## src/hw/rv_config.svh

```systemverilog
`ifndef RV_CONFIG_SVH
`define RV_CONFIG_SVH

// datapath and register width
`define RV_XLEN 64

// instruction sram word address bits, 64 words of 32 bits
`define RV_IMEM_AW 6

`endif

```

## src/hw/rv_bus_pkg.sv

```systemverilog
package rv_bus_pkg;

    // read response, axi encoding
    typedef enum logic [1:0] {
        OKAY   = 2'b00,
        SLVERR = 2'b10
    } resp_e;

    // ifu fetch sequence, halt is kept as a separate flag
    typedef enum logic [1:0] {
        IDLE = 2'd0,
        ADDR = 2'd1,
        DATA = 2'd2,
        EXEC = 2'd3
    } fetch_state_e;

endpackage

```

## src/hw/inst_sram.sv

```systemverilog
`timescale 1ns/1ps
`include "rv_config.svh"

module inst_sram (
    input  logic                   clk_i,
    input  logic                   arst_n_i,
    input  logic                   load_we_i,
    input  logic [`RV_IMEM_AW-1:0] load_addr_i,
    input  logic [31:0]            load_data_i,
    input  logic                   ar_valid_i,
    input  logic [`RV_XLEN-1:0]    ar_addr_i,
    output logic                   ar_ready_o,
    input  logic                   r_ready_i,
    output logic                   r_valid_o,
    output logic [31:0]            r_data_o,
    output rv_bus_pkg::resp_e      r_resp_o
);

    logic [31:0]       mem [0:(1 << `RV_IMEM_AW)-1];
    logic              r_valid_q;
    logic [31:0]       r_data_q;
    rv_bus_pkg::resp_e r_resp_q;
    logic              in_range;

    // only the low 2^(aw+2) bytes are backed by memory
    assign in_range   = (ar_addr_i[`RV_XLEN-1:`RV_IMEM_AW+2] == '0);
    assign ar_ready_o = !r_valid_q;  // one read outstanding at most

    always_ff @(posedge clk_i) begin
        if (load_we_i) begin
            mem[load_addr_i] <= load_data_i;
        end
        if (ar_valid_i && ar_ready_o) begin
            r_data_q <= in_range ? mem[ar_addr_i[`RV_IMEM_AW+1:2]] : 32'd0;
            r_resp_q <= in_range ? rv_bus_pkg::OKAY : rv_bus_pkg::SLVERR;
        end
    end

    always_ff @(posedge clk_i or negedge arst_n_i) begin
        if (!arst_n_i) begin
            r_valid_q <= 1'b0;
        end else if (ar_valid_i && ar_ready_o) begin
            r_valid_q <= 1'b1;
        end else if (r_ready_i) begin
            r_valid_q <= 1'b0;  // held until the master takes it
        end
    end

    assign r_valid_o = r_valid_q;
    assign r_data_o  = r_data_q;
    assign r_resp_o  = r_resp_q;

endmodule

```

## config.mk

```make
export PLATFORM = sky130hd
export DESIGN_NAME = inst_sram
export DESIGN_NICKNAME = d
export VERILOG_FILES = /design/src/hw/rv_bus_pkg.sv /design/src/hw/inst_sram.sv
export VERILOG_INCLUDE_DIRS = /design/src /design/src/hw
export SDC_FILE = /design/constraint.sdc
export NUM_CORES = 2
export LEC_CHECK = 0
export BUFFER_PORTS_ARGS = -buffer_cell sky130_fd_sc_hd__buf_4
export CORE_ASPECT_RATIO = 0.75
export CORE_UTILIZATION = 40
export DETAILED_ROUTE_END_ITERATION = 10
export PLACE_DENSITY = 0.6
export SYNTH_ARGS = -nofsm -noshare
export SYNTH_HDL_FRONTEND = slang
export SYNTH_SLANG_ARGS = --single-unit
```

## constraint.sdc

```tcl
create_clock -name clk_i -period 3.3 [get_ports clk_i]
set_input_delay 0.33 -clock clk_i [delete_from_list [all_inputs] [get_ports clk_i]]
set_output_delay 0.33 -clock clk_i [all_outputs]
set_load 0.005 [all_outputs]
```

* Word level (Yosys, flattened, before mapping)
Memories as Yosys holds them, arrays and structs flattened. A register that Yosys moved wholly into a read port is not among the register bits. Index checks and enable logic that the tools add are counted.
Word-level totals: input port bits 107, ROM bits 0, memories kept 1, bits in latches 0, logic and storage cells 13, output and inout port bits 36, flip-flop bits (word level) 3, RAM bits 2048
Cells by class: divide/modulo/power cells 0, bitwise gates (word level) 0, order comparisons 0, reductions and logical operators 5, muxes and demuxes 5, add/subtract/negate cells 0, eq/ne operators 0, $mul 0, shift-type cells 0
Memory list:
- mem | words 64, bits a word 32, rd ports 1, clocked after memory_dff 1, wr ports 1, line inst_sram.sv:19 | logic [31:0] mem [0:(1 << `RV_IMEM_AW)-1];
Operator list (number):
- zero test 56 bit | 1
- two-way mux 1 bit | 4
- zero test 1 bit | 2
- two-way mux 2 bit | 1
- nonzero test 2 bit | 1
- logical AND 1 bit | 1

* Depth between registers and ports, before layout
depth in word-level cells 3, depth in mapped cells 10, depth with buffers taken out 5

* Worst setup path after synthesis
OpenSTA, ideal clock, no wires.
kind input port to flip-flop, start in load_addr_i[5], end mem mem[48][0] (enable), data required time 2.839 ns, arrival time 3.206 ns, path slack -0.367 ns, setup time 0.461 ns, cell stages on the path 4, buffers on the path 1, path through clkbuf_1 nand3_1 or3_1 nor3_1
RTL lines:
- start: declaration | line inst_sram.sv:8 | input logic [`RV_IMEM_AW-1:0] load_addr_i,
- end: declaration | line inst_sram.sv:19
Straight into the memory's write port.

==> results.toml <==
[setup_path]
crit_fanout = 1
path_buf_inv = 0
crit_path_start_kind = "register"
critPathKind = "reg2reg"
end_kind = "register"
crit_arrival_ns = 2.93
slowest_stage = "nor4_1"
reg2reg_slack_ns = 1.03
critical-path-top-delay-family = "simple AND/OR/NAND/NOR gates"
required_ns = 3.96
path_cells = "mux2i_1 > a22o_1 > nor4_1 > nand4_1 > o211ai_1"
slowest_delay_ns = 0.74

[power_and_ir_drop]
power_mw = 52.8
power_switching_mw = 11.0
p_leak_nw = 28.3
pwr-share-seq = 0.557
p_comb_frac = 0.049
intPower_mw = 41.7
power_density_nw_per_um2 = 578
netSwitchingFraction = 0.209
pwr-share-clk = 0.395
ir_drop_mv = 0.651

[cts]
cts_tree = "built"
clk_pin_slew_ns = 0.07
cts_resized = 0
clk_latency_ns = 0.82
numCtsBuffers = 185
cts.htree.levels = 4
cts.sinks = 2082
clockBufferDepth = 3
root_buffer = "clkbuf_16"

[floorplan]
ios = 143
core-area_um2 = 197000
initial_core_util = 0.403
die_h_um = 388
dieArea_um2 = 201000
die_x_um = 517
rows = 141

[route]
drc = 0
drtAntennaViolNets = 0
vias = 38731
avgViaCountPerCell = 5.78
routed_wl_um = 203000
routedWlPerCell_um = 30.3
firstDrtPassIters = 5
first_iter_violations = 4461

[sta]
worstMarginPinSlew_ns = 0.928
period_needed_ns = 2.27
slew_violations = 0
setup_ws_ns = 1.03
finalHoldViolCount = 0
max-slew-margin-rel = 0.375
fmax_ghz = 0.441
worst_hold_slack_ns = 0.0546
setup_tns_ns = 0
min_period_over_period = 0.687
setup_viol = 0
fin_skew_ns = 0.0351
rsz0062_at_grt = "false"

[placement]
gp_congestion = 0.783
pre_cts_ws_ns = 0.359
hpwl_um = 116000
placed_area_um2 = 85600
io_buffers = 139
placedCellCount = 6363

[yosys]
synth.distinct_cells = 57
synth_top_area_share = 0.785
synthTopCellsByArea = "edfxtp_1, mux4_2, mux2_2"
avgSynthCellArea_um2 = 22.2
syn_area_um2 = 79600
synthCells = 3585
yosys.area.top_type = "edfxtp_1"
synth_edf_count = 2081
synth_nets = 3692
synth_seq_cells = 2082
synth_flop_cell = "edfxtp_1"
synth_warnings = 0
postSynth.asyncResetShare = 0.000480
yosysSeqAreaShare = 0.785

[grt]
grt_usage = 0.202
grt_pass1_wl_um = 287000
grt_overflow = 0
grt_pass1_vias = 38253
antenna_found_initial = 9
grt_max_degree = 88

[finish]
drive_gt1_frac = 0.304
stdcell_area_um2 = 91300
utilization = 0.463
area_delta_synth_final_pct = 14.7
final_cells = 6706
nets = 4017

[hold_path]
hold_path_class = "in2reg"

[flow_run]
timing.max_cap.violations = 0

[outcome]
outcome = "finished clean"
==> kinds of logic after synthesis <==
logic type	after synthesis	share of synthesized area
flip-flops	2082	0.785
multiplexers	670	0.150
AO/OA/AOI/OAI	328	0.0286
AND/OR/NAND/NOR	292	0.0198
buffers and inverters	212	0.0161
other	1	0.0000471
==> layout make-up <==
class | count | area [um^2]
clock inverters | 90 | 777
diodes | 4 | 10.0
clock buffers | 244 | 4910
multi-input cells | 1291 | 16400
well taps | 2645 | 3310
flip-flops and latches | 2082 | 62500
inverters | 4 | 15.0
fillers | 16190 | 106000
repair buffers | 346 | 3390
==> cells in the final DEF (no fill, tap or decap), types with 23 or more instances in the layout <==
cell,instances
nand4_1,40
mux4_2,405
clkbuf_16,188
a22oi_1,32
buf_4,277
a22o_1,27
nor2_1,41
mux2i_1,107
o22ai_1,188
nand3_1,23
clkinv_1,48
nor2_4,62
clkbuf_1,56
edfxtp_1,2081
mux2_2,158
buf_12,61
o21a_1,24
nor4_1,40
==> cells in the mapped netlist, types with 2 or more instances <==
master     instances
o21ai_0           10
a41oi_1            2
mux4_2           405
o32ai_1            2
buf_1             13
o2111ai_1          2
buf_4             40
clkbuf_1          58
o221ai_1          18
edfxtp_1        2081
a22o_1            27
nand4_1           40
nand4b_1           2
nor4_1            41
a211o_1            3
buf_8              3
nand2_1           18
buf_12             3
buf_6             22
nor2_1           103
mux2_2           158
nor4bb_1           2
o21a_1            24
mux2i_1          107
nand3_1           23
a22oi_1           32
nand4bb_1          2
or2_2             19
nand3b_1           6
inv_1              3
a31oi_1            2
buf_2             69
or3b_2             4
o211ai_1          11
or3_1              3
nand2b_1           5
nor2b_1           10
o22ai_1          188
or4b_1             4
nor3_1             3
==> timing repair <==
action                                  4_1_cts  5_1_grt
endpoints found under the hold margin        18        0
hold buffers                                  5        0
setup buffers                                 0        0
endpoints found under the setup margin        0        0
==> power by group through the flow <==
| stage | clock, mW | combinational (mW) | sequential [mW] |
|---|---|---|---|
| after floorplan | 0 | 1.37 | 29.9 |
| after CTS | 21.1 | 2.59 | 29.4 |
| after detailed placement | 0 | 2.58 | 29.9 |
| after global placement | 0 | 2.54 | 29.9 |
| final | 20.8 | 2.57 | 29.4 |
| after global routing | 22.1 | 2.72 | 29.4 |
==> path summary, 6_finish.rpt <==
kind                          endpoint      startpoint  depth (start not counted)
max in group asynchronous    r_valid_o        arst_n_i                          3
max                        r_data_o[5]      mem[53][5]                          5
min reg2reg                r_data_o[2]      mem[22][2]                          4
min in group asynchronous    r_valid_o        arst_n_i                          3
max reg2reg                r_data_o[5]      mem[53][5]                          5
min                         mem[58][7]  load_data_i[7]                          1
==> metal layers <==
layer  global-route usage  up-vias  share of wire
met3               0.0433      257          0.087
met1                0.305    20845           0.44
met4               0.0511        8          0.021
met2                0.298     1683           0.45
li1                     -    15938              -
met5                    0        -        0.00020
==> registers in the layout, indices dropped and copies added (netlist names) <==
| name | cells |
|---|---|
| mem | 2048 |
| r_valid_o | 1 |
| r_data_o | 32 |
| r_resp_o | 1 |
(Power assumes the default switching activity.)
