## src/hw/rv_config.svh

```systemverilog
`ifndef RV_CONFIG_SVH
`define RV_CONFIG_SVH

// datapath and register width
`define RV_XLEN 64

// instruction sram word address bits, 64 words of 32 bits
`define RV_IMEM_AW 6

`endif

```

## src/hw/rv_isa_pkg.sv

```systemverilog
package rv_isa_pkg;

    // major opcodes of the supported subset, inst[6:0]
    typedef enum logic [6:0] {
        OP_IMM = 7'b0010011,  // addi
        OP     = 7'b0110011,  // add sub and or xor
        LUI    = 7'b0110111,
        JAL    = 7'b1101111,
        BRANCH = 7'b1100011   // beq only
    } opcode_e;

    // alu selection from idu to exu
    typedef enum logic [2:0] {
        ADD    = 3'd0,
        SUB    = 3'd1,
        AND    = 3'd2,
        OR     = 3'd3,
        XOR    = 3'd4,
        PASS_B = 3'd5   // lui passes the u-immediate
    } alu_op_e;

endpackage

```

## src/hw/rv_idu.sv

```systemverilog
`timescale 1ns/1ps
`include "rv_config.svh"

module rv_idu (
    input  logic [`RV_XLEN-1:0] pc_i,
    input  logic [31:0]         inst_i,
    output logic [4:0]          raddr1_o,
    output logic [4:0]          raddr2_o,
    input  logic [`RV_XLEN-1:0] rdata1_i,
    input  logic [`RV_XLEN-1:0] rdata2_i,
    output logic [`RV_XLEN-1:0] op1_o,
    output logic [`RV_XLEN-1:0] op2_o,
    output rv_isa_pkg::alu_op_e alu_op_o,
    input  logic [`RV_XLEN-1:0] alu_result_i,
    input  logic                alu_eq_i,
    output logic                rd_we_o,
    output logic [4:0]          rd_addr_o,
    output logic                is_jal_o,
    output logic [`RV_XLEN-1:0] next_pc_o,
    output logic                illegal_o
);

    logic [2:0]          funct3;
    logic [6:0]          funct7;
    logic [`RV_XLEN-1:0] imm_i;
    logic [`RV_XLEN-1:0] imm_u;
    logic [`RV_XLEN-1:0] imm_b;
    logic [`RV_XLEN-1:0] imm_j;

    assign funct3 = inst_i[14:12];
    assign funct7 = inst_i[31:25];

    // immediates, all sign extended from inst[31]
    assign imm_i = {{52{inst_i[31]}}, inst_i[31:20]};
    assign imm_u = {{32{inst_i[31]}}, inst_i[31:12], 12'd0};
    assign imm_b = {{51{inst_i[31]}}, inst_i[31], inst_i[7], inst_i[30:25], inst_i[11:8], 1'b0};
    assign imm_j = {{43{inst_i[31]}}, inst_i[31], inst_i[19:12], inst_i[20], inst_i[30:21],
                    1'b0};

    assign raddr1_o  = inst_i[19:15];
    assign raddr2_o  = inst_i[24:20];
    assign rd_addr_o = inst_i[11:7];

    always_comb begin
        op1_o     = rdata1_i;
        op2_o     = rdata2_i;
        alu_op_o  = rv_isa_pkg::ADD;
        rd_we_o   = 1'b0;
        is_jal_o  = 1'b0;
        next_pc_o = pc_i + 64'd4;
        illegal_o = 1'b0;
        case (rv_isa_pkg::opcode_e'(inst_i[6:0]))
            rv_isa_pkg::OP_IMM: begin
                op2_o     = imm_i;
                rd_we_o   = (funct3 == 3'b000);  // addi only
                illegal_o = (funct3 != 3'b000);
            end
            rv_isa_pkg::OP: begin
                rd_we_o = 1'b1;
                case ({funct7, funct3})
                    10'b0000000_000: alu_op_o = rv_isa_pkg::ADD;
                    10'b0100000_000: alu_op_o = rv_isa_pkg::SUB;
                    10'b0000000_111: alu_op_o = rv_isa_pkg::AND;
                    10'b0000000_110: alu_op_o = rv_isa_pkg::OR;
                    10'b0000000_100: alu_op_o = rv_isa_pkg::XOR;
                    default: begin
                        rd_we_o   = 1'b0;
                        illegal_o = 1'b1;
                    end
                endcase
            end
            rv_isa_pkg::LUI: begin
                op2_o    = imm_u;
                alu_op_o = rv_isa_pkg::PASS_B;
                rd_we_o  = 1'b1;
            end
            rv_isa_pkg::JAL: begin
                op1_o     = pc_i;  // alu forms the target, link comes from the core
                op2_o     = imm_j;
                rd_we_o   = 1'b1;
                is_jal_o  = 1'b1;
                next_pc_o = alu_result_i;
            end
            rv_isa_pkg::BRANCH: begin
                alu_op_o  = rv_isa_pkg::SUB;
                illegal_o = (funct3 != 3'b000);  // beq only
                if (alu_eq_i) next_pc_o = pc_i + imm_b;
            end
            default: illegal_o = 1'b1;
        endcase
    end

endmodule

```

## config.mk

```make
export PLATFORM = sky130hd
export DESIGN_NAME = rv_idu
export DESIGN_NICKNAME = d
export VERILOG_FILES = /design/src/hw/rv_isa_pkg.sv /design/src/hw/rv_idu.sv
export VERILOG_INCLUDE_DIRS = /design/src /design/src/hw
export SDC_FILE = /design/constraint.sdc
export NUM_CORES = 1
export LEC_CHECK = 0
export BUFFER_PORTS_ARGS = -buffer_cell sky130_fd_sc_hd__buf_2
export CORE_AREA = 2 2 194 196
export DETAILED_ROUTE_END_ITERATION = 6
export DIE_AREA = 0 0 196 198
export GPL_TIMING_DRIVEN = 0
export PLACE_DENSITY = 0.58
export SYNTH_ARGS = -nofsm -noshare
export SYNTH_HDL_FRONTEND = slang
export SYNTH_SLANG_ARGS = --single-unit
```

## constraint.sdc

```tcl
create_clock -name vclk -period 3
set_input_delay 0 -clock vclk [all_inputs]
set_output_delay 0 -clock vclk [all_outputs]
set_load 0.02 [all_outputs]
```

## Yosys cells after proc, flatten, opt, wreduce, memory -nomap -nowiden

Cells that the tools add are included.

- Register bits: 0
- Latch bits: 0
- Memory bits (writable): 0
- ROM bits: 0
- Bits of input ports: 289
- Output and inout bits: 213
- Logic and storage cells: 28
- Memories kept: 0

- $add $sub $neg: 2
- Multipliers: 0
- Divide/modulo/power cells: 0
- $lt $le $gt $ge: 0
- Eq/ne operators: 9
- Shift-type cells: 0
- Muxes and demuxes: 11
- Bitwise gates (word level): 0
- Reductions and logical operators: 6

Operator list:

| cell | number |
|---|---|
| case mux 64 bit (3 select lines) | 1 |
| two-way mux 64 bit | 2 |
| case mux 64 bit (2 select lines) | 1 |
| adder 64 x 3 -> 64 bit, second input constant | 1 |
| adder 64 bit | 1 |
| equality test 10 x 3 -> 1 bit, second input constant | 3 |
| equality test 7 x 6 -> 1 bit, second input constant | 2 |
| equality test 7 bit, second input constant | 2 |
| case mux 3 bit (4 select lines) | 1 |
| equality test 10 x 9 -> 1 bit, second input constant | 1 |
| zero test 10 bit | 1 |
| case mux 3 bit (3 select lines) | 1 |
| equality test 7 x 5 -> 1 bit, second input constant | 1 |
| case mux 1 bit (3 select lines) | 2 |
| OR reduction 5 bit | 1 |
| OR reduction 2 bit | 2 |
| zero test 3 bit | 1 |
| two-way mux 1 bit | 3 |
| nonzero test 3 bit | 1 |

## Depth between registers and ports, before layout

- Depth after elaboration: 4
- Gate-level depth with buffers: 11
- Depth with buffers taken out: 11

## Worst setup path after synthesis

OpenSTA, ideal clock, no wires.

- Path type: input-to-output
- From: input pc_i[1]
- To: output next_pc_o[63]
- Arrival: 2761 ps
- Required time: 3000 ps
- Setup slack: 239 ps
- Stages: 11
- Path buffers: 0
- Cell sequence: ha_1 fa_1 a211oi_2 o21bai_1 a21oi_1 o211a_1 o21ai_1 or3_1 a31o_2 xnor2_1 o21ai_0

- Longest elaborated chain between the ends: 3
- Elaborated cells on any way between the ends: 4
- Classes of those cells: 2 x add/sub; 2 x mux

Ends and longest elaborated chain:

| element | line | RTL |
|---|---|---|
| start: declaration | rv_idu.sv:5 | `` input logic [`RV_XLEN-1:0] pc_i, `` |
| adder 64 x 3 -> 64 bit / adder 64 bit (equally long branches) | rv_idu.sv:50, rv_idu.sv:87 |  |
| two-way mux 64 bit | rv_idu.sv:87 | `if (alu_eq_i) next_pc_o = pc_i + imm_b;` |
| case mux 64 bit (2 select lines) * | rv_idu.sv:52 | `case (rv_isa_pkg::opcode_e'(inst_i[6:0]))` |
| end: declaration | rv_idu.sv:19 | `` output logic [`RV_XLEN-1:0] next_pc_o, `` |

Mark *: on every way between the ends. The rest lies on a longest branch, timed or not.

## Final worst setup path

- From: input inst_i[30]
- To: output next_pc_o[56]

- Longest elaborated chain between the ends: 3

Ends and longest elaborated chain:

| element | line | RTL |
|---|---|---|
| start: declaration | rv_idu.sv:6 | `input logic [31:0] inst_i,` |
| adder 64 bit | rv_idu.sv:87 |  |
| two-way mux 64 bit | rv_idu.sv:87 |  |
| case mux 64 bit (2 select lines) | rv_idu.sv:52 |  |

Every way passes these cells.

==> impl_results.html <==
<table>
<tr><th>Metric</th><th>Value</th></tr>
<tr><th colspan="2">Finish</th></tr>
<tr><td>Total Nets Final</td><td>2214</td></tr>
<tr><td>Proportion of layout cells with a drive suffix above 1</td><td>34.3%</td></tr>
<tr><td>Sequential Area</td><td>0 um^2</td></tr>
<tr><td>Most frequent standard cell in the layout excluding fill and tap cells</td><td>buf_2</td></tr>
<tr><td>Clock tree buffer count of the final layout</td><td>0</td></tr>
<tr><td>Area Overhead vs Synth</td><td>46.0%</td></tr>
<tr><td>Seq_cells</td><td>0</td></tr>
<tr><td>Top library cells by usage in the layout, fill and taps aside</td><td>515 x buf_2, 338 x nand2_1, 95 x o21ai_0, 87 x nor2_1, 75 x a21oi_1</td></tr>
<tr><td>FILL cells</td><td>4243</td></tr>
<tr><td>Final standard cell area without fillers</td><td>11700 um^2</td></tr>
<tr><td>Core Util, Final</td><td>31.8%</td></tr>
<tr><th colspan="2">Placement</th></tr>
<tr><td>Total placed instance area</td><td>11200 um^2</td></tr>
<tr><td>Weighted congestion reported at the end of routability-driven placement</td><td>0.940</td></tr>
<tr><td>Port bufs</td><td>502</td></tr>
<tr><td>Final HPWL DP</td><td>42.6 mm</td></tr>
<tr><td>Worst setup slack after placement</td><td>-1.22 ns</td></tr>
<tr><th colspan="2">Synthesis</th></tr>
<tr><td>Number of cells produced by synthesis</td><td>1344</td></tr>
<tr><td>Ys Warns</td><td>0</td></tr>
<tr><td>Distinct cell type count of the synthesized netlist</td><td>81</td></tr>
<tr><td>Mapped Nets</td><td>1697</td></tr>
<tr><td>Register area share after synthesis</td><td>0%</td></tr>
<tr><td>Netlist Area Pre-Place</td><td>8050 um^2</td></tr>
<tr><td>Synthesized area divided by synthesized cell count</td><td>5.99 um^2</td></tr>
<tr><th colspan="2">Global routing</th></tr>
<tr><td>Total routing resource utilization after global routing</td><td>24.8%</td></tr>
<tr><td>Pin count of the biggest net entering global routing</td><td>30</td></tr>
<tr><td>Grt total ovfl</td><td>0</td></tr>
<tr><td>Vias in the first global route</td><td>11900</td></tr>
<tr><td>Initial antenna violation count</td><td>20</td></tr>
<tr><td>First-pass GRT wire length</td><td>73.0 mm</td></tr>
<tr><th colspan="2">Power and ir drop</th></tr>
<tr><td>Pwr Density</td><td>179 nW/um^2</td></tr>
<tr><td>Maximum VDD drop</td><td>0.0744 mV</td></tr>
<tr><td>Static Leak</td><td>5.87 nW</td></tr>
<tr><th colspan="2">Critical path</th></tr>
<tr><td>Cells along the critical path</td><td>buf_2 &gt; ha_2 &gt; a21oi_2 &gt; o311ai_2 &gt; a21oi_1 &gt; o31ai_4 &gt; a221oi_4 &gt; o211ai_4 &gt; o2111a_1 &gt; o21a_1 &gt; o31ai_1 &gt; buf_2</td></tr>
<tr><td>Cell family with the largest share of critical-path delay</td><td>compound AO/OA/AOI/OAI gates</td></tr>
<tr><td>Worst setup path class</td><td>primary input to output pin</td></tr>
<tr><td>Most frequent CP cell</td><td>buf_2</td></tr>
<tr><td>Slowest stage cell, crit path</td><td>a221oi_4</td></tr>
<tr><td>Critical Path Sink Type</td><td>output pin</td></tr>
<tr><td>Data required time at the worst endpoint</td><td>3.00 ns</td></tr>
<tr><td>Peak fanout along the critical path</td><td>6</td></tr>
<tr><td>Startpoint class of the critical path</td><td>primary input</td></tr>
<tr><td>Worst Path Buf+Inv</td><td>2</td></tr>
<tr><td>Arr. time, crit path</td><td>2.92 ns</td></tr>
<tr><td>CP max stage delay</td><td>0.50 ns</td></tr>
<tr><th colspan="2">Timing</th></tr>
<tr><td>Max Transition Viols Final</td><td>0</td></tr>
<tr><td>Setup WS post-layout</td><td>0.0767 ns</td></tr>
<tr><td>Finish-stage setup viols</td><td>0</td></tr>
<tr><td>Relative slew slack</td><td>27.5%</td></tr>
<tr><td>Final Hold Slack</td><td>0.307 ns</td></tr>
<tr><td>F_max</td><td>0.342 GHz</td></tr>
<tr><td>Final critical path time including I/O delays and setup</td><td>2.92 ns</td></tr>
<tr><td>Final count of hold timing violations</td><td>0</td></tr>
<tr><td>Actual slew at the worst max-slew pin</td><td>1.09 ns</td></tr>
<tr><td>Setup repair after global routing missed its margin</td><td>true</td></tr>
<tr><td>Setup TNS</td><td>0 ns</td></tr>
<tr><td>Final cycle utilization of the critical path</td><td>97.4%</td></tr>
<tr><th colspan="2">Min path</th></tr>
<tr><td>Min-delay worst type</td><td>primary input to output pin</td></tr>
<tr><th colspan="2">Die</th></tr>
<tr><td>Floorplan die area</td><td>38800 um^2</td></tr>
<tr><td>Effective utilization at floorplan</td><td>21.8%</td></tr>
<tr><td>Number of top-level pins</td><td>502</td></tr>
<tr><td>Height of the die</td><td>198 um</td></tr>
<tr><td>Count of standard-cell rows</td><td>71</td></tr>
<tr><td>Die width</td><td>196 um</td></tr>
<tr><td>CORE AREA</td><td>37000 um^2</td></tr>
<tr><th colspan="2">Run</th></tr>
<tr><td>Number of max-capacitance violations reported</td><td>0</td></tr>
<tr><th colspan="2">Drt</th></tr>
<tr><td>Avg WL per Cell</td><td>22.0 um</td></tr>
<tr><td>DR iter-0 viols</td><td>857</td></tr>
<tr><td>Wirelength, routed</td><td>51.5 mm</td></tr>
<tr><td>Average vias per placed instance</td><td>5.26</td></tr>
<tr><td>Via count</td><td>12300</td></tr>
<tr><td>1st-pass router iterations</td><td>5</td></tr>
<tr><td>Number of DRC violations after detailed routing</td><td>0</td></tr>
<tr><td>Antenna viol nets, final</td><td>0</td></tr>
<tr><th colspan="2">Run status</th></tr>
<tr><td>Result of the run</td><td>completed</td></tr>
<tr><th colspan="2">Clock tree</th></tr>
<tr><td>Quantity of hold-fixing buffers added after cts</td><td>0</td></tr>
</table>
## timing repair
| item | 4_1_cts | 5_1_grt |
|---|---|---|
| cloned | 1 | 0 |
| pin swaps | 8 | 15 |
| hold endpoints to repair | 0 | 0 |
| endpoints found under the setup margin | 159 | 48 |
| gates resized for setup | 35 | 56 |
| setup buffers | 9 | 7 |
## Yosys cell counts, types with 3 or more instances
cell type	instances	area (um^2)
inv_1	22	82.6
xor2_1	44	385
a31oi_1	9	56.3
buf_1	4	15.0
a22oi_1	33	248
buf_2	17	85.1
o21ai_0	102	510
o21bai_1	9	67.6
nor4_1	5	31.3
or3_1	13	81.3
a211oi_1	11	82.6
and3_1	22	138
nand2b_1	5	31.3
nand3_1	39	195
nor2_1	89	334
nand3b_1	3	22.5
a2111oi_0	3	26.3
o21a_1	11	82.6
o2111ai_1	3	26.3
xnor2_1	65	569
clkbuf_1	64	240
a221oi_2	3	45.0
o211ai_1	12	90.1
buf_4	15	113
o21ai_1	9	45.0
a221o_1	18	180
o22ai_1	3	18.8
a41oi_1	3	26.3
ha_1	63	788
a21oi_1	85	425
a21o_1	59	443
a221oi_1	3	26.3
o31ai_1	3	22.5
nand4_1	40	250
nor3_1	24	120
mux2i_1	3	30.0
a211o_1	3	26.3
a311oi_1	3	26.3
nand2_1	339	1270
o221ai_1	15	131
and2_1	9	56.3
nor2b_1	4	25.0
and4_1	5	43.8
or2_2	3	18.8
a21boi_0	3	22.5
## worst paths after layout
check,start,endpoint,cells after the start
worst max-delay path,inst_i[30],next_pc_o[56],12
worst min-delay path,rdata1_i[22],op1_o[22],4
## layer usage
metal / share of wire, % / vias to the layer above / track usage (%)
li1: - / 5921 / -
met1: 40 / 5727 / 29.5
met2: 48 / 577 / 43.4
met3: 7.4 / 107 / 4.33
met4: 4.5 / 4 / 11.3
met5: 0.033 / - / 0
## cell type report
class | instances | area (um^2) | share of cell area (%)
multi-input combinational | 1218 | 7840 | 66.8
timing repair buffer | 520 | 2730 | 23.2
tap | 474 | 593 | 5.05
buffer | 98 | 470 | 4.00
inverter | 23 | 86.3 | 0.735
antenna | 12 | 30.0 | 0.256
## power breakdown
group          internal (mW)    total, mW  switching (mW)
clock            0.000000538  0.000000539               0
sequential                 0            0               0
combinational          0.812         2.11            1.29
total                  0.812         2.11            1.29
## per-stage QoR
step                      instances  total power [mW]
after floorplan                1344              1.20
after global placement         2320              1.95
after detailed placement       2321              1.95
after CTS                      2328              2.03
after global routing           2343              2.28
final                          2345              2.11
## cell families (layout without fill, tap and decap cells)
kind of cell / count (synthesis) / after routing / share of synthesized area [%]
adders and majority gates: 64 / 64 / 10.0
and+or+nand+nor: 615 / 615 / 34.6
muxes: 4 / 4 / 0.513
xor gates and xnor gates: 109 / 109 / 11.9
other: 0 / 12 / 0
buffers and inverters: 126 / 641 / 6.96
AOI/OAI and AO/OA: 426 / 426 / 36.1
Power figures use the tool's default switching activity.
