[src/hw/rv_config.svh]
`ifndef RV_CONFIG_SVH
`define RV_CONFIG_SVH

// datapath and register width
`define RV_XLEN 64

// instruction sram word address bits, 64 words of 32 bits
`define RV_IMEM_AW 6

`endif

[src/hw/rv_bus_pkg.sv]
package rv_bus_pkg;

    // read response, axi encoding
    typedef enum logic [1:0] {
        OKAY   = 2'b00,
        SLVERR = 2'b10
    } resp_e;

    // ifu fetch sequence, halt is kept as a separate flag
    typedef enum logic [1:0] {
        IDLE = 2'd0,
        ADDR = 2'd1,
        DATA = 2'd2,
        EXEC = 2'd3
    } fetch_state_e;

endpackage

[src/hw/rv_ifu.sv]
`timescale 1ns/1ps
`include "rv_config.svh"

module rv_ifu (
    input  logic                clk_i,
    input  logic                arst_n_i,
    input  logic                start_i,
    input  logic                ar_ready_i,
    input  logic                r_valid_i,
    input  logic [31:0]         r_data_i,
    input  rv_bus_pkg::resp_e   r_resp_i,
    input  logic [`RV_XLEN-1:0] next_pc_i,
    input  logic                illegal_i,
    output logic                ar_valid_o,
    output logic [`RV_XLEN-1:0] ar_addr_o,
    output logic                r_ready_o,
    output logic                ex_valid_o,
    output logic [`RV_XLEN-1:0] pc_o,
    output logic [31:0]         inst_o,
    output logic                fault_o
);

    rv_bus_pkg::fetch_state_e state_q;
    logic [`RV_XLEN-1:0]      pc_q;
    logic [31:0]              inst_q;
    logic                     halt_q;

    always_ff @(posedge clk_i or negedge arst_n_i) begin
        if (!arst_n_i) begin
            state_q <= rv_bus_pkg::IDLE;
            pc_q    <= '0;
            halt_q  <= 1'b0;
        end else begin
            case (state_q)
                rv_bus_pkg::IDLE: begin
                    if (start_i && !halt_q) state_q <= rv_bus_pkg::ADDR;
                end
                rv_bus_pkg::ADDR: begin
                    if (ar_ready_i) state_q <= rv_bus_pkg::DATA;
                end
                rv_bus_pkg::DATA: begin
                    if (r_valid_i) begin
                        if (r_resp_i != rv_bus_pkg::OKAY) begin
                            halt_q  <= 1'b1;  // bus error, pc keeps the bad address
                            state_q <= rv_bus_pkg::IDLE;
                        end else begin
                            state_q <= rv_bus_pkg::EXEC;
                        end
                    end
                end
                default: begin  // EXEC, always one cycle
                    if (illegal_i) begin
                        halt_q  <= 1'b1;
                        state_q <= rv_bus_pkg::IDLE;
                    end else begin
                        pc_q    <= next_pc_i;  // redirect or pc+4
                        state_q <= rv_bus_pkg::ADDR;
                    end
                end
            endcase
        end
    end

    // instruction holding register
    always_ff @(posedge clk_i) begin
        if (state_q == rv_bus_pkg::DATA && r_valid_i) inst_q <= r_data_i;
    end

    assign ar_valid_o = (state_q == rv_bus_pkg::ADDR);
    assign ar_addr_o  = pc_q;
    assign r_ready_o  = (state_q == rv_bus_pkg::DATA);
    assign ex_valid_o = (state_q == rv_bus_pkg::EXEC);
    assign pc_o       = pc_q;
    assign inst_o     = inst_q;
    assign fault_o    = halt_q;

endmodule

[config.mk]
export PLATFORM = sky130hd
export DESIGN_NAME = rv_ifu
export DESIGN_NICKNAME = d
export VERILOG_FILES = /design/src/hw/rv_bus_pkg.sv /design/src/hw/rv_ifu.sv
export VERILOG_INCLUDE_DIRS = /design/src /design/src/hw
export SDC_FILE = /design/constraint.sdc
export NUM_CORES = 1
export LEC_CHECK = 0
export ABC_AREA = 1
export BUFFER_PORTS_ARGS = -buffer_cell sky130_fd_sc_hd__buf_2
export CELL_PAD_IN_SITES_DETAIL_PLACEMENT = 0
export CELL_PAD_IN_SITES_GLOBAL_PLACEMENT = 1
export CORE_MARGIN = 3
export CORE_UTILIZATION = 27
export DETAILED_ROUTE_END_ITERATION = 10
export GPL_ROUTABILITY_DRIVEN = 0
export PLACE_DENSITY_LB_ADDON = 0.1
export SLEW_MARGIN = 20
export SYNTH_ARGS = -nofsm -noshare
export SYNTH_HDL_FRONTEND = slang
export SYNTH_SLANG_ARGS = --single-unit
[constraint.sdc]
create_clock -name clk_i -period 2.35 [get_ports clk_i]
set_input_delay 0.3525 -clock clk_i [delete_from_list [all_inputs] [get_ports clk_i]]
set_output_delay 0.3525 -clock clk_i [all_outputs]
set_load 0.02 [all_outputs]
== Yosys cells after proc, flatten, opt, wreduce, memory -nomap -nowiden ==
Index checks and enable logic that the tools add are counted.

* Multiplexer cells: 10
* Equality and inequality tests: 7
* Bitwise gates (word level): 3
* Reductions and logical operators: 11

{| class="wikitable"
|+ Operator list
! operator !! count
|-
| $mux W2 || 4
|-
| $ne A2 B2 Y1 const B || 3
|-
| $pmux W2 S3 || 1
|-
| $eq A2 B2 Y1 const B || 2
|-
| $mux W1 || 4
|-
| $reduce_and A4 Y1 || 1
|-
| $reduce_bool A2 Y1 || 2
|-
| $not A1 Y1 || 3
|-
| $reduce_and A3 Y1 || 1
|-
| $reduce_or A3 Y1 || 1
|-
| $eq A2 B1 Y1 const B || 1
|-
| $logic_and A1 B1 Y1 || 2
|-
| $logic_not A2 Y1 || 1
|-
| $ne A2 B1 Y1 const B || 1
|-
| $pmux W1 S2 || 1
|-
| $reduce_and A2 Y1 || 1
|-
| $reduce_or A2 Y1 || 1
|-
| $logic_not A1 Y1 || 1
|}

* Register bits: 99
* Output and inout port bits: 164
* Word-level logic and storage cells: 35

== Logic depth before layout (Yosys ltp) ==
Gate-level depths: netlist of the first run.

* Word-level depth: 4
* Gate-level depth with buffers: 7
* Gate-level depth less buffers: 7

== Least setup slack after synthesis of the first run ==
OpenSTA, ideal clock, no wires.

* Kind: reg-to-reg
* Start point: reg state_q[0]
* End point: reg inst_q[0] (netlist: inst_o[0]) (enable)
* Stages on the path, launching flop included: 4
* Data arrival time: 1.922 ns
* Library setup time: 0.421 ns
* Path buffers: 0
* Path slack: 0.007 ns
* Clock period less this slack: 2.343 ns
* Cell sequence: dfrtp_1 > inv_1 > nand2_1 > nor2_1

* Longest elaborated chain between the ends: 2

{| class="wikitable"
|+ RTL lines
! what !! RTL line !! RTL
|-
| start, declared || rv_ifu.sv:23 || <nowiki>rv_bus_pkg::fetch_state_e state_q;</nowiki>
|-
| start signal, assigned || rv_ifu.sv:30 || <nowiki>state_q <= rv_bus_pkg::IDLE;</nowiki>
|-
| start signal, assigned || rv_ifu.sv:36 || <nowiki>if (start_i && !halt_q) state_q <= rv_bus_pkg::ADDR;</nowiki>
|-
| start signal, assigned || rv_ifu.sv:39 || <nowiki>if (ar_ready_i) state_q <= rv_bus_pkg::DATA;</nowiki>
|-
| $eq A2 B2 Y1 || rv_ifu.sv:66 || <nowiki>if (state_q == rv_bus_pkg::DATA && r_valid_i) inst_q <= r_data_i;</nowiki>
|-
| $logic_and A1 B1 Y1 || rv_ifu.sv:66 ||
|-
| end signal, assigned || rv_ifu.sv:66 ||
|-
| end, declared || rv_ifu.sv:25 || <nowiki>logic [31:0] inst_q;</nowiki>
|}

No other way between the ends.
A chain may end at the register's enable or synchronous reset.

== Worst setup path after layout of the first run ==
* Start point: reg state_q[1]
* End point: out ex_valid_o

* Longest elaborated chain between the ends: 1

{| class="wikitable"
|+ RTL lines
! what !! RTL line !! RTL
|-
| $eq A2 B2 Y1 || rv_ifu.sv:72 || <nowiki>assign ex_valid_o = (state_q == rv_bus_pkg::EXEC);</nowiki>
|-
| end, declared || rv_ifu.sv:17 || <nowiki>output logic ex_valid_o,</nowiki>
|}

No other way between the ends.

==> metrics, run 1 <==
leakage=about 3.3 nW; Fillers=~1500; htree depth=3; Iter 0 DRT Violations=183; port bufs=267; proportion of synthesized area in mux cells=0%; Post-CTS Setup Bufs=0; final setup fails=0; clk_lat worst skew=350 ps; die area=17100 sq um; crit path time final=1870 ps; final worst slack=approximately 480 ps; total track usage=between 10 and 15%; adder-cell share of the synthesized area=0%; outcome=finished clean; RSZ-0062 raised after global routing=no; total global routing overflow=0; CP Cell Sequence=nand2_1 -> inv_2 -> buf_4 -> buf_2; pins over their slew limit=0; Place WS=776 ps; R2R Path End=ar_addr_o[18]; crit path kind=register to primary output; Critical Path Max Stage Delay=about 430 ps; DRT Pass-1 Iters=6; number of flops mapped to enable cells by yosys=32; Setup TNS=0 ps; kind of end point of the critical path=primary output; initial antenna violation count=0; Synth Area in XOR/XNOR=0%; hold crit path type=primary input to asynchronous set/reset pin; worst vdd ir=0.000294 V; simple-gate area share of the yosys netlist=between 20% and 30%; Worst Reg-to-Reg Cells=5; clock skew=between 8 and 9 ps; synth warn=0; CTS Sinks=99; register area share after synthesis=62.7%; FF+latch count, synth=between 90 and 100; CTS Hold Bufs=0; first-pass GRT wire length=about 17000 um; layout cells sized above 1=between 40% and 50%; Site Rows=44; DR WL/cell=15.0 um; TritonCTS Buffers=9; complex-gate fraction of the synthesized area=less than 1%; multi-input logic area=between 900 and 1000 sq um; clock-pin slew on the worst setup and hold paths=roughly 70 ps; Pwr Density=between 600 and 700 nW/um^2; average cell area after synthesis=10.3 sq um; worst reg2reg path startpoint=state_q[1]; CP Data Required Time=~2000 ps; Post-DP HPWL=between 8000 and 9000 um; Top FF cell, synth=dfrtp_1; Worst slew margin=~70%; mapped cell area=4210 sq um; R2R Setup Slk=~800 ps; Syn-to-layout area delta=31.4%; largest family of logic cells by synthesized area=simple AND/OR/NAND/NOR gates; Syn Nets=511; clock root cell=clkbuf_16; crit path max fanout=17; Antenna Nets Post-Route=0; final-report hold violation count=0; Startpoint Class=register; synth unique cells=14; Max Root-Sink Buffers=2; # resized after CTS=0; CP max-delay cell=dfrtp_1; Starting Density=about 28%; Die X-Extent=roughly 130 um; crit share post-route=approximately four fifths; ant diodes=0; critical path arrival=~1500 ps; Max Clock Freq=between 0.5 and 0.6 GHz; vias in the first global route=around 3200; max_cap viols=0; Die Y=~130 um; Final nets=approximately 700; final WL=approximately 12000 um; CTS tree=yes; worst-margin pin slew=approximately 450 ps; DRC errors left=0; Post-Synthesis Cells=slightly above 400; I/O pins=between 200 and 300; Register Area=2640 sq um; Core ar.=around 15000 sq um; largest net degree at the start of global routing=68; routed vias/inst=around 4.3; asr flop ratio synth=approximately 68%; via count=3387
-- final cells by class --
| class | instances | area share, % |
|---|---|---|
| clock buffers | 9 | 4.07 |
| clock inverters | 7 | 1.61 |
| inverters | 7 | 0.475 |
| multi-input cells | 216 | 16.4 |
| flip-flops and latches | 99 | 47.7 |
| well taps | 184 | 4.16 |
| repair buffers | 274 | 25.6 |
-- metrics by stage --
step                      instances  util (%)  hold WS, ps  area, sq um  power, mW
after CTS                       796      37.2         27.8         5530       3.55
after floorplan                 407         -         56.9         4210       1.83
final                           796      37.2         14.0         5530       3.48
after global placement          780      35.1          413         5210       1.96
after global routing            796      37.2         25.9         5530       3.64
after detailed placement        780      35.1          407         5210       1.96
-- synthesized netlist by cell type, types with 2 or more instances --
cell type  instances  area, sq um
edfxtp_1          32          961
dfrtp_1           67         1680
inv_1              6         22.5
buf_4             69          518
buf_6              7         78.8
nor2_1             7         26.3
nand3_1           65          325
a21oi_1            2         10.0
buf_2              8         40.0
nand2_1          140          526
-- critical path, delay by kind of cell (launching register included) --
| kind | cells | cell delay [ps] |
|---|---|---|
| AND/OR/NAND/NOR | 1 | 100 |
| buffers and inverters | 3 | 650 |
| flip-flops | 1 | 430 |
-- layout by cell type (no fill, tap or decap) --
cell type   count
nand4_1         1
edfxtp_1       32
bufinv_16       1
inv_1           5
inv_2           2
nor2_2          1
nand2_2         1
nand2_1       139
nand3_1        65
nand3b_1        1
a21oi_1         2
clkbuf_16       9
buf_12          2
clkinvlp_4      1
inv_8           3
buf_2         267
inv_6           1
buf_4           5
nor2_1          6
clkinv_4        1
dfrtp_1        67
-- worst max-delay path by stage --
stage                from       endpoint  slack (ps)  cells past startpoint
2_1_floorplan  state_q[0]      inst_o[0]           7                      3
3_3_place_gp   state_q[1]   ar_addr_o[6]         850                      5
3_5_place_dp   state_q[1]  ar_addr_o[18]         780                      5
4_1_cts        state_q[1]     ex_valid_o         440                      4
5_1_grt        state_q[1]     ex_valid_o         310                      4
6_report       state_q[1]     ex_valid_o         480                      4
-- registers in the layout (all words and copies together) (netlist names) --
name	flops
ar_addr_o	64
inst_o	32
state_q	2
fault_o	1
-- kinds of logic (layout without fill, tap and decap cells) --
kind of cell,count (synthesis),in the layout
AO/OA/AOI/OAI,2,2
buffers and inverters,92,297
AND/OR/NAND/NOR,214,214
flip-flops,99,99
-- report_power, final --
part           internal (mW)  switching, mW
clock network          0.854          0.708
logic                 0.0674         0.0698
registers               1.78              0
total                   2.70          0.778
-- per-layer routing --
metal / wire (um) / part of all wire, % / global-route usage [%] / up-vias
met5: 0 / 0 / 0 / -
met4: 167 / 1.4 / 5.44 / 0
met3: 980 / 8.2 / 3.58 / 10
met2: 5690 / 48 / 21.8 / 159
met1: 5130 / 43 / 17.3 / 1571
li1: - / - / - / 1647
No activity file was read; power rests on OpenSTA's default activity.
==> run 2, diff against run 1 <==
--- a/config.mk
+++ b/config.mk
@@ -11,7 +11,7 @@
 export CELL_PAD_IN_SITES_DETAIL_PLACEMENT = 0
 export CELL_PAD_IN_SITES_GLOBAL_PLACEMENT = 1
 export CORE_MARGIN = 3
-export CORE_UTILIZATION = 27
+export CORE_UTILIZATION = 30
 export DETAILED_ROUTE_END_ITERATION = 10
 export GPL_ROUTABILITY_DRIVEN = 0
 export PLACE_DENSITY_LB_ADDON = 0.1
==> constraint.sdc (replaced) <==
create_clock -name clk_i -period 1.9 [get_ports clk_i]
set_input_delay 0.285 -clock clk_i [delete_from_list [all_inputs] [get_ports clk_i]]
set_output_delay 0.285 -clock clk_i [all_outputs]
set_load 0.02 [all_outputs]
==> run 2 against run 1 <==
  * Clock skew fell by 3.0 ps
  * Cell area fell by 0.57%
  * Final cell count fell by 0.75%
  * Sequential power rose by 24%
  * First-iteration DRC count rose by 35%
  * Utilization rose by 3.7 points
  * Critical path type unchanged
  * Sequential share of layout area rose by 0.27 points
  * Global-route usage rose by 1.0 points
==> metrics, run 2 (synthesis gave the netlist of run 1 again) <==
Die Y=124 um (-4.9%); CP bufs+invs=2 (-1); critical path arrival=1310 ps (-210 ps); max_cap viols=0 (unchanged); CTS Sinks=99 (unchanged); hold crit path type=primary input to register; multi-input logic area=906 sq um (unchanged); Pwr Density=742 nW/um^2 (+18%); total global routing overflow=0 (unchanged); I/O pins=268 (unchanged); worst-margin pin slew=500 ps (+54.5 ps); Comb power frac=4.2% (+0.3 points); vias in the first global route=3203 (+1.1%); layout cells sized above 1=47.9% (-0.16 points); worst vdd ir=0.000351 V (+19%); dpl cell area=5210 sq um (about the same); Final Cell Area=5500 sq um (-0.57%); Starting Density=31.3% (+3.0 points); total track usage=14.6% (+1.0 points); Critical Path Max Stage Delay=420 ps (about the same); Max Root-Sink Buffers=2 (unchanged); die area=15500 sq um (-9.6%); Antenna Nets Post-Route=0 (unchanged); final-report hold violation count=0 (unchanged); Final nets=713 (+0.28%); Seq pwr share=54.0% (+2.9 points); DR WL/cell=14.6 um (-3.0%); Cell Int Power=3.18 mW (+18%); final setup fails=0 (unchanged); Fillers=1398 (-8.8%); Post-DP HPWL=8490 um (-3.2%); routed vias/inst=4.26 (+0.16%); crit path time final=about 1600 ps; CP Data Required Time=1620 ps (-380 ps); final WL=11500 um (-3.7%); CP Cell Sequence=nand2_1 -> inv_2 -> buf_2; Core ar.=13500 sq um (-9.5%); Register Area=2640 sq um (unchanged); # resized after CTS=0 (unchanged); NetSw=898 uW (+15%); clock-pin slew on the worst setup and hold paths=70 ps (about the same); clk_lat worst skew=340 ps (about the same); Setup TNS=0 ps (unchanged); most frequent cells in the layout=buf_2, nand2_1, dfrtp_1, nand3_1, edfxtp_1; DRC errors left=0 (unchanged); commonest non-fill, non-tap cell in the layout=buf_2; crit share post-route=a little over four fifths; Clock power frac=41.9% (-3.0 points); via count=3367 (-0.59%); Switching Fraction=22.0% (-0.34 points); crit path max fanout=17 (unchanged); Post-CTS Setup Bufs=0 (unchanged); worst reg2reg path startpoint=state_q[1]; htree depth=3 (unchanged); RSZ-0062 raised after global routing=no; leakage=3.28 nW (-0.45%); pins over their slew limit=0 (unchanged); CTS Hold Bufs=1 (+1); Max Clock Freq=approximately 0.63 GHz; Crit. Startpoint=state_q[1]; first-pass GRT wire length=18100 um (+3.6%); Worst slew margin=66.7% (-3.6 points); ant diodes=0 (unchanged); Hold WS=120 ps (+106 ps); Startpoint Class=register; max FFs per register=64 (unchanged); DRT Pass-1 Iters=4 (-2); Die X-Extent=124 um (-4.9%); CTS tree=yes; crit path kind=register to primary output; port bufs=267 (unchanged); largest delay contributor family on the critical path=buffers and inverters; largest net degree at the start of global routing=68 (unchanged); Syn-to-layout area delta=30.7%; kind of end point of the critical path=primary output; Site Rows=42 (-4.5%); Final Power=4.08 mW (+17%); clock root cell=clkbuf_16; outcome=finished clean; hold path start=r_data_i[5]; initial antenna violation count=0 (unchanged); Iter 0 DRT Violations=247 (+35%); TritonCTS Buffers=9 (unchanged); CP max-delay cell=dfrtp_1; clock skew=5.55 ps (-3.00 ps)
## run 2: path summary, 6_finish.rpt
| check | endpoint | slack, ps | cells after the start |
|---|---|---|---|
| worst max-delay path | ex_valid_o | 310 | 3 |
| worst min-delay path | inst_o[5] | 120 | 1 |
| worst max register to register | ar_addr_o[37] | 470 | 6 |
| worst min register to register | fault_o | 480 | 2 |
| max in group asynchronous | ar_addr_o[34] | 1070 | 3 |
| min in group asynchronous | ar_addr_o[10] | 490 | 3 |
## run 2: through the flow
| step | std cells | utilization, % | setup slack (ps) |
|---|---|---|---|
| floorplan | 407 | - | 82.8 |
| global placement | 773 | 38.7 | 474 |
| detailed placement | 773 | 38.7 | 442 |
| CTS | 790 | 40.9 | 265 |
| global route | 790 | 40.9 | 181 |
| finish | 790 | 40.9 | 305 |
## run 2: per-layer routing
metal	track usage (%)	up-vias	part of all wire (%)
met5	0	-	0
met3	3.47	10	7.3
li1	-	1650	-
met4	4.84	0	1.4
met2	23.7	156	48
met1	19.1	1551	43
## run 2: area by class of cell
type | count | area share, %
sequential | 99 | 48.0
tap | 176 | 4.01
timing repair buffer | 276 | 26.0
clock buffer | 9 | 4.10
inverter | 7 | 0.478
multi-input combinational | 216 | 16.5
clock inverter | 7 | 0.911
## run 2: power by group through the flow
stage / clock network, mW / logic [mW] / registers, mW
2_1_floorplan: 0 / 0.0237 / 2.24
3_3_place_gp: 0 / 0.172 / 2.24
3_5_place_dp: 0 / 0.173 / 2.24
4_1_cts: 1.79 / 0.175 / 2.20
5_1_grt: 1.88 / 0.194 / 2.20
6_report: 1.71 / 0.170 / 2.20
## run 2: worst register-to-register path, stage by stage, from the launching register on
cell	delay (ps)
dfrtp_1	420
nand2_1	90
inv_2	130
nand2_2	100
buf_4	420
nand2_1	140
nand2_1	80
==> run 3, diff against run 2 <==
--- a/config.mk
+++ b/config.mk
@@ -6,12 +6,12 @@
 export SDC_FILE = /design/constraint.sdc
 export NUM_CORES = 1
 export LEC_CHECK = 0
-export ABC_AREA = 1
+export ABC_AREA = 0
 export BUFFER_PORTS_ARGS = -buffer_cell sky130_fd_sc_hd__buf_2
 export CELL_PAD_IN_SITES_DETAIL_PLACEMENT = 0
 export CELL_PAD_IN_SITES_GLOBAL_PLACEMENT = 1
 export CORE_MARGIN = 3
-export CORE_UTILIZATION = 30
+export CORE_UTILIZATION = 33
 export DETAILED_ROUTE_END_ITERATION = 10
 export GPL_ROUTABILITY_DRIVEN = 0
 export PLACE_DENSITY_LB_ADDON = 0.1
==> constraint.sdc (replaced) <==
create_clock -name clk_i -period 1.6 [get_ports clk_i]
set_input_delay 0.24 -clock clk_i [delete_from_list [all_inputs] [get_ports clk_i]]
set_output_delay 0.24 -clock clk_i [all_outputs]
set_load 0.02 [all_outputs]
==> run 3 against run 2 <==
  * Clock-buffer cell count rose by 3
  * Routed wire length fell by 15%
  * Register-to-register slack got worse by 310 ps
  * Cell area rose by 3.4%
  * Sequential share of layout area fell by 1.6 points
  * Die area fell by 6.5%
  * Clock power rose by 11%
  * Largest power group is now combinational logic
  * Global-route usage fell by 1.5 points
  * Power rose to 2.6 times the previous value
  * Sequential power rose by 81%
  * Sequential cell count did not move
  * Largest cell class unchanged
  * Utilization rose by 4.0 points
==> metrics, run 3 <==
outcome=finished clean; Syn Nets=353 (-31%); crit path time final=about 1500 ps; first-pass GRT wire length=14100 um (-22%); clock skew=5.65 ps (+0.106 ps); clock root cell=clkbuf_16; Starting Density=34.0% (+2.7 points); initial antenna violation count=0 (unchanged); proportion of synthesized area in mux cells=22.6% (+23 points); Synth Area in XOR/XNOR=0% (unchanged); Core ar.=12700 sq um (-5.8%); adder-cell share of the synthesized area=0% (unchanged); crit share post-route=approximately 93%; Setup TNS=0 ps (unchanged); Post-DP HPWL=7370 um (-13%); Top FF cell, synth=dfrtp_1; asr flop ratio synth=67.7% (unchanged); max FFs per register=64 (unchanged); register area share after synthesis=61.2% (-1.5 points); Synth area leaders=dfrtp_1, edfxtp_1, mux2_4; simple-gate area share of the yosys netlist=1.19% (-20 points); Final nets=570 (-20%); final-report hold violation count=0 (unchanged); ant diodes=0 (unchanged); Hold WS=70.7 ps (-48.8 ps); total global routing overflow=0 (unchanged); Site Rows=41 (-2.4%); Die X-Extent=120 um (-3.3%); CTS Sinks=99 (unchanged); mapped cell area=4310 sq um (+2.5%); port bufs=267 (unchanged); Post-Synthesis Cells=249 (-39%); TritonCTS Buffers=9 (unchanged); post-synth top area share=38.9% (-0.96 points); largest delay contributor family on the critical path=flip-flops; max_cap viols=0 (unchanged); vias in the first global route=2518 (-21%); Critical Path Max Stage Delay=420 ps (about the same); CP bufs+invs=2 (unchanged); most frequent cells in the layout=buf_2, dfrtp_1, mux2_4, edfxtp_1, clkbuf_16; final WL=9740 um (-15%); RSZ-0062 raised after global routing=no; Die Y=120 um (-3.3%); clk_lat worst skew=340 ps (about the same); complex-gate fraction of the synthesized area=0.581% (+0.34 points); I/O pins=268 (unchanged); DRT Pass-1 Iters=4 (unchanged); Post-CTS Setup Bufs=0 (unchanged); Iter 0 DRT Violations=89 (-64%); critical path arrival=1250 ps (-60 ps); Fillers=1182 (-15%); Finished Core Util=44.9% (+4.0 points); Syn-to-layout area delta=31.9%; total track usage=13.1% (-1.5 points); die area=14500 sq um (-6.5%); FF+latch count, synth=99 (unchanged); CP Cell Sequence=or2b_1 -> inv_1 -> buf_4; Max Clock Freq=approximately 0.67 GHz; routed vias/inst=4.13 (-3.0%); hold crit path type=primary input to register; layout cells sized above 1=75.2% (+27 points); worst vdd ir=0.000720 V (+110%); number of flops mapped to enable cells by yosys=32 (unchanged); commonest non-fill, non-tap cell in the layout=buf_2; Antenna Nets Post-Route=0 (unchanged); clock-pin slew on the worst setup and hold paths=60 ps (about the same); average cell area after synthesis=17.3 sq um (+67%); via count=2657 (-21%); crit path kind=register to primary output; CP Data Required Time=1360 ps (-260 ps); largest net degree at the start of global routing=68 (unchanged); Pwr Density=1850 nW/um^2 (+150%); synth cell count leaders=dfrtp_1, buf_4, mux2_4; pins over their slew limit=0 (unchanged); largest family of logic cells by synthesized area=multiplexers; synth warn=0 (unchanged); final setup fails=0 (unchanged); Max Root-Sink Buffers=2 (unchanged); Worst slew margin=75.0% (+8.3 points); DR WL/cell=15.2 um (+3.9%); crit path max fanout=6 (-11); Startpoint Class=register; CP max-delay cell=dfrtp_1; worst-margin pin slew=375 ps (-125 ps); most numerous cell in the Yosys netlist=dfrtp_1; htree depth=3 (unchanged); leakage=3.17 nW (-3.1%); kind of end point of the critical path=primary output; CTS tree=yes; synth unique cells=19 (+5); Synth area leader=dfrtp_1; DRC errors left=0 (unchanged)
-- run 3: cell count changes after synthesis, sizes merged, moves of 4 or more --
cell / previous run / this run
nand2: 140 / 0
nor2: 7 / 0
inv: 7 / 3
mux2: 0 / 64
buf: 84 / 71
nand3: 65 / 0
-- run 3: cell families (layout without fill, tap and decap cells) --
group | Yosys count | after routing
buf+inv | 74 | 296
mux | 65 | 65
compound gates | 4 | 4
simple gates | 7 | 7
flops | 99 | 99
-- run 3: worst reg2reg max path, cell delays in order, from the launching register on --
cell,delay [ps]
dfrtp_1,420
nand3b_1,230
buf_12,180
buf_12,170
mux2_4,320
-- run 3: where the power goes --
group	switching (mW)	internal [mW]	total (mW)	leakage (nW)
Sequential	0.549	3.43	3.98	1.15
Combinational	2.67	1.97	4.64	1.91
Clock	0.861	1.04	1.90	0.118
Total	4.08	6.43	10.5	3.17
-- run 3: final timing paths --
| kind | startpoint | end | slack, ps | depth (start not counted) |
|---|---|---|---|---|
| max | state_q[1] | r_ready_o | 110 | 3 |
| min | r_data_i[14] | inst_o[14] | 70 | 1 |
| max reg2reg | state_q[0] | ar_addr_o[39] | 160 | 4 |
| min reg2reg | ar_addr_o[9] | ar_addr_o[9] | 520 | 1 |
| max in group asynchronous | arst_n_i | fault_o | 840 | 3 |
| min in group asynchronous | arst_n_i | ar_addr_o[49] | 450 | 3 |
-- run 3: layout make-up --
type | instances | area, sq um | area share, %
Multi-Input combinational cell | 76 | 1050 | 18.5
Clock inverter | 4 | 17.5 | 0.308
Timing Repair Buffer | 277 | 1520 | 26.7
Tap cell | 172 | 215 | 3.79
Sequential cell | 99 | 2640 | 46.4
Inverter | 3 | 11.3 | 0.198
Clock buffer | 12 | 236 | 4.16
-- run 3: layer usage --
metal  part of all wire, %  wire (um)  global-route usage (%)
met5                     0          0                       0
met4                   2.2        215                    7.37
met3                   9.6        936                    4.12
met2                    50       4890                    21.3
met1                    38       3700                    15.3
-- run 3: stage by stage --
step / worst slack, ps / instances / power (mW) / instance area [sq um]
3_5_place_dp: 156 / 626 / 8.71 / 5420
6_report: 106 / 643 / 10.5 / 5690
5_1_grt: 10.9 / 643 / 11.1 / 5690
3_3_place_gp: 200 / 626 / 8.72 / 5420
4_1_cts: 48.1 / 643 / 10.7 / 5680
2_1_floorplan: 75.6 / 249 / 7.79 / 4310
-- run 3: what timing repair did --
item	CTS	global route
resized for setup	0	1
hold buffers	1	0
setup endpoints to repair	0	1
endpoints found under the hold margin	67	0
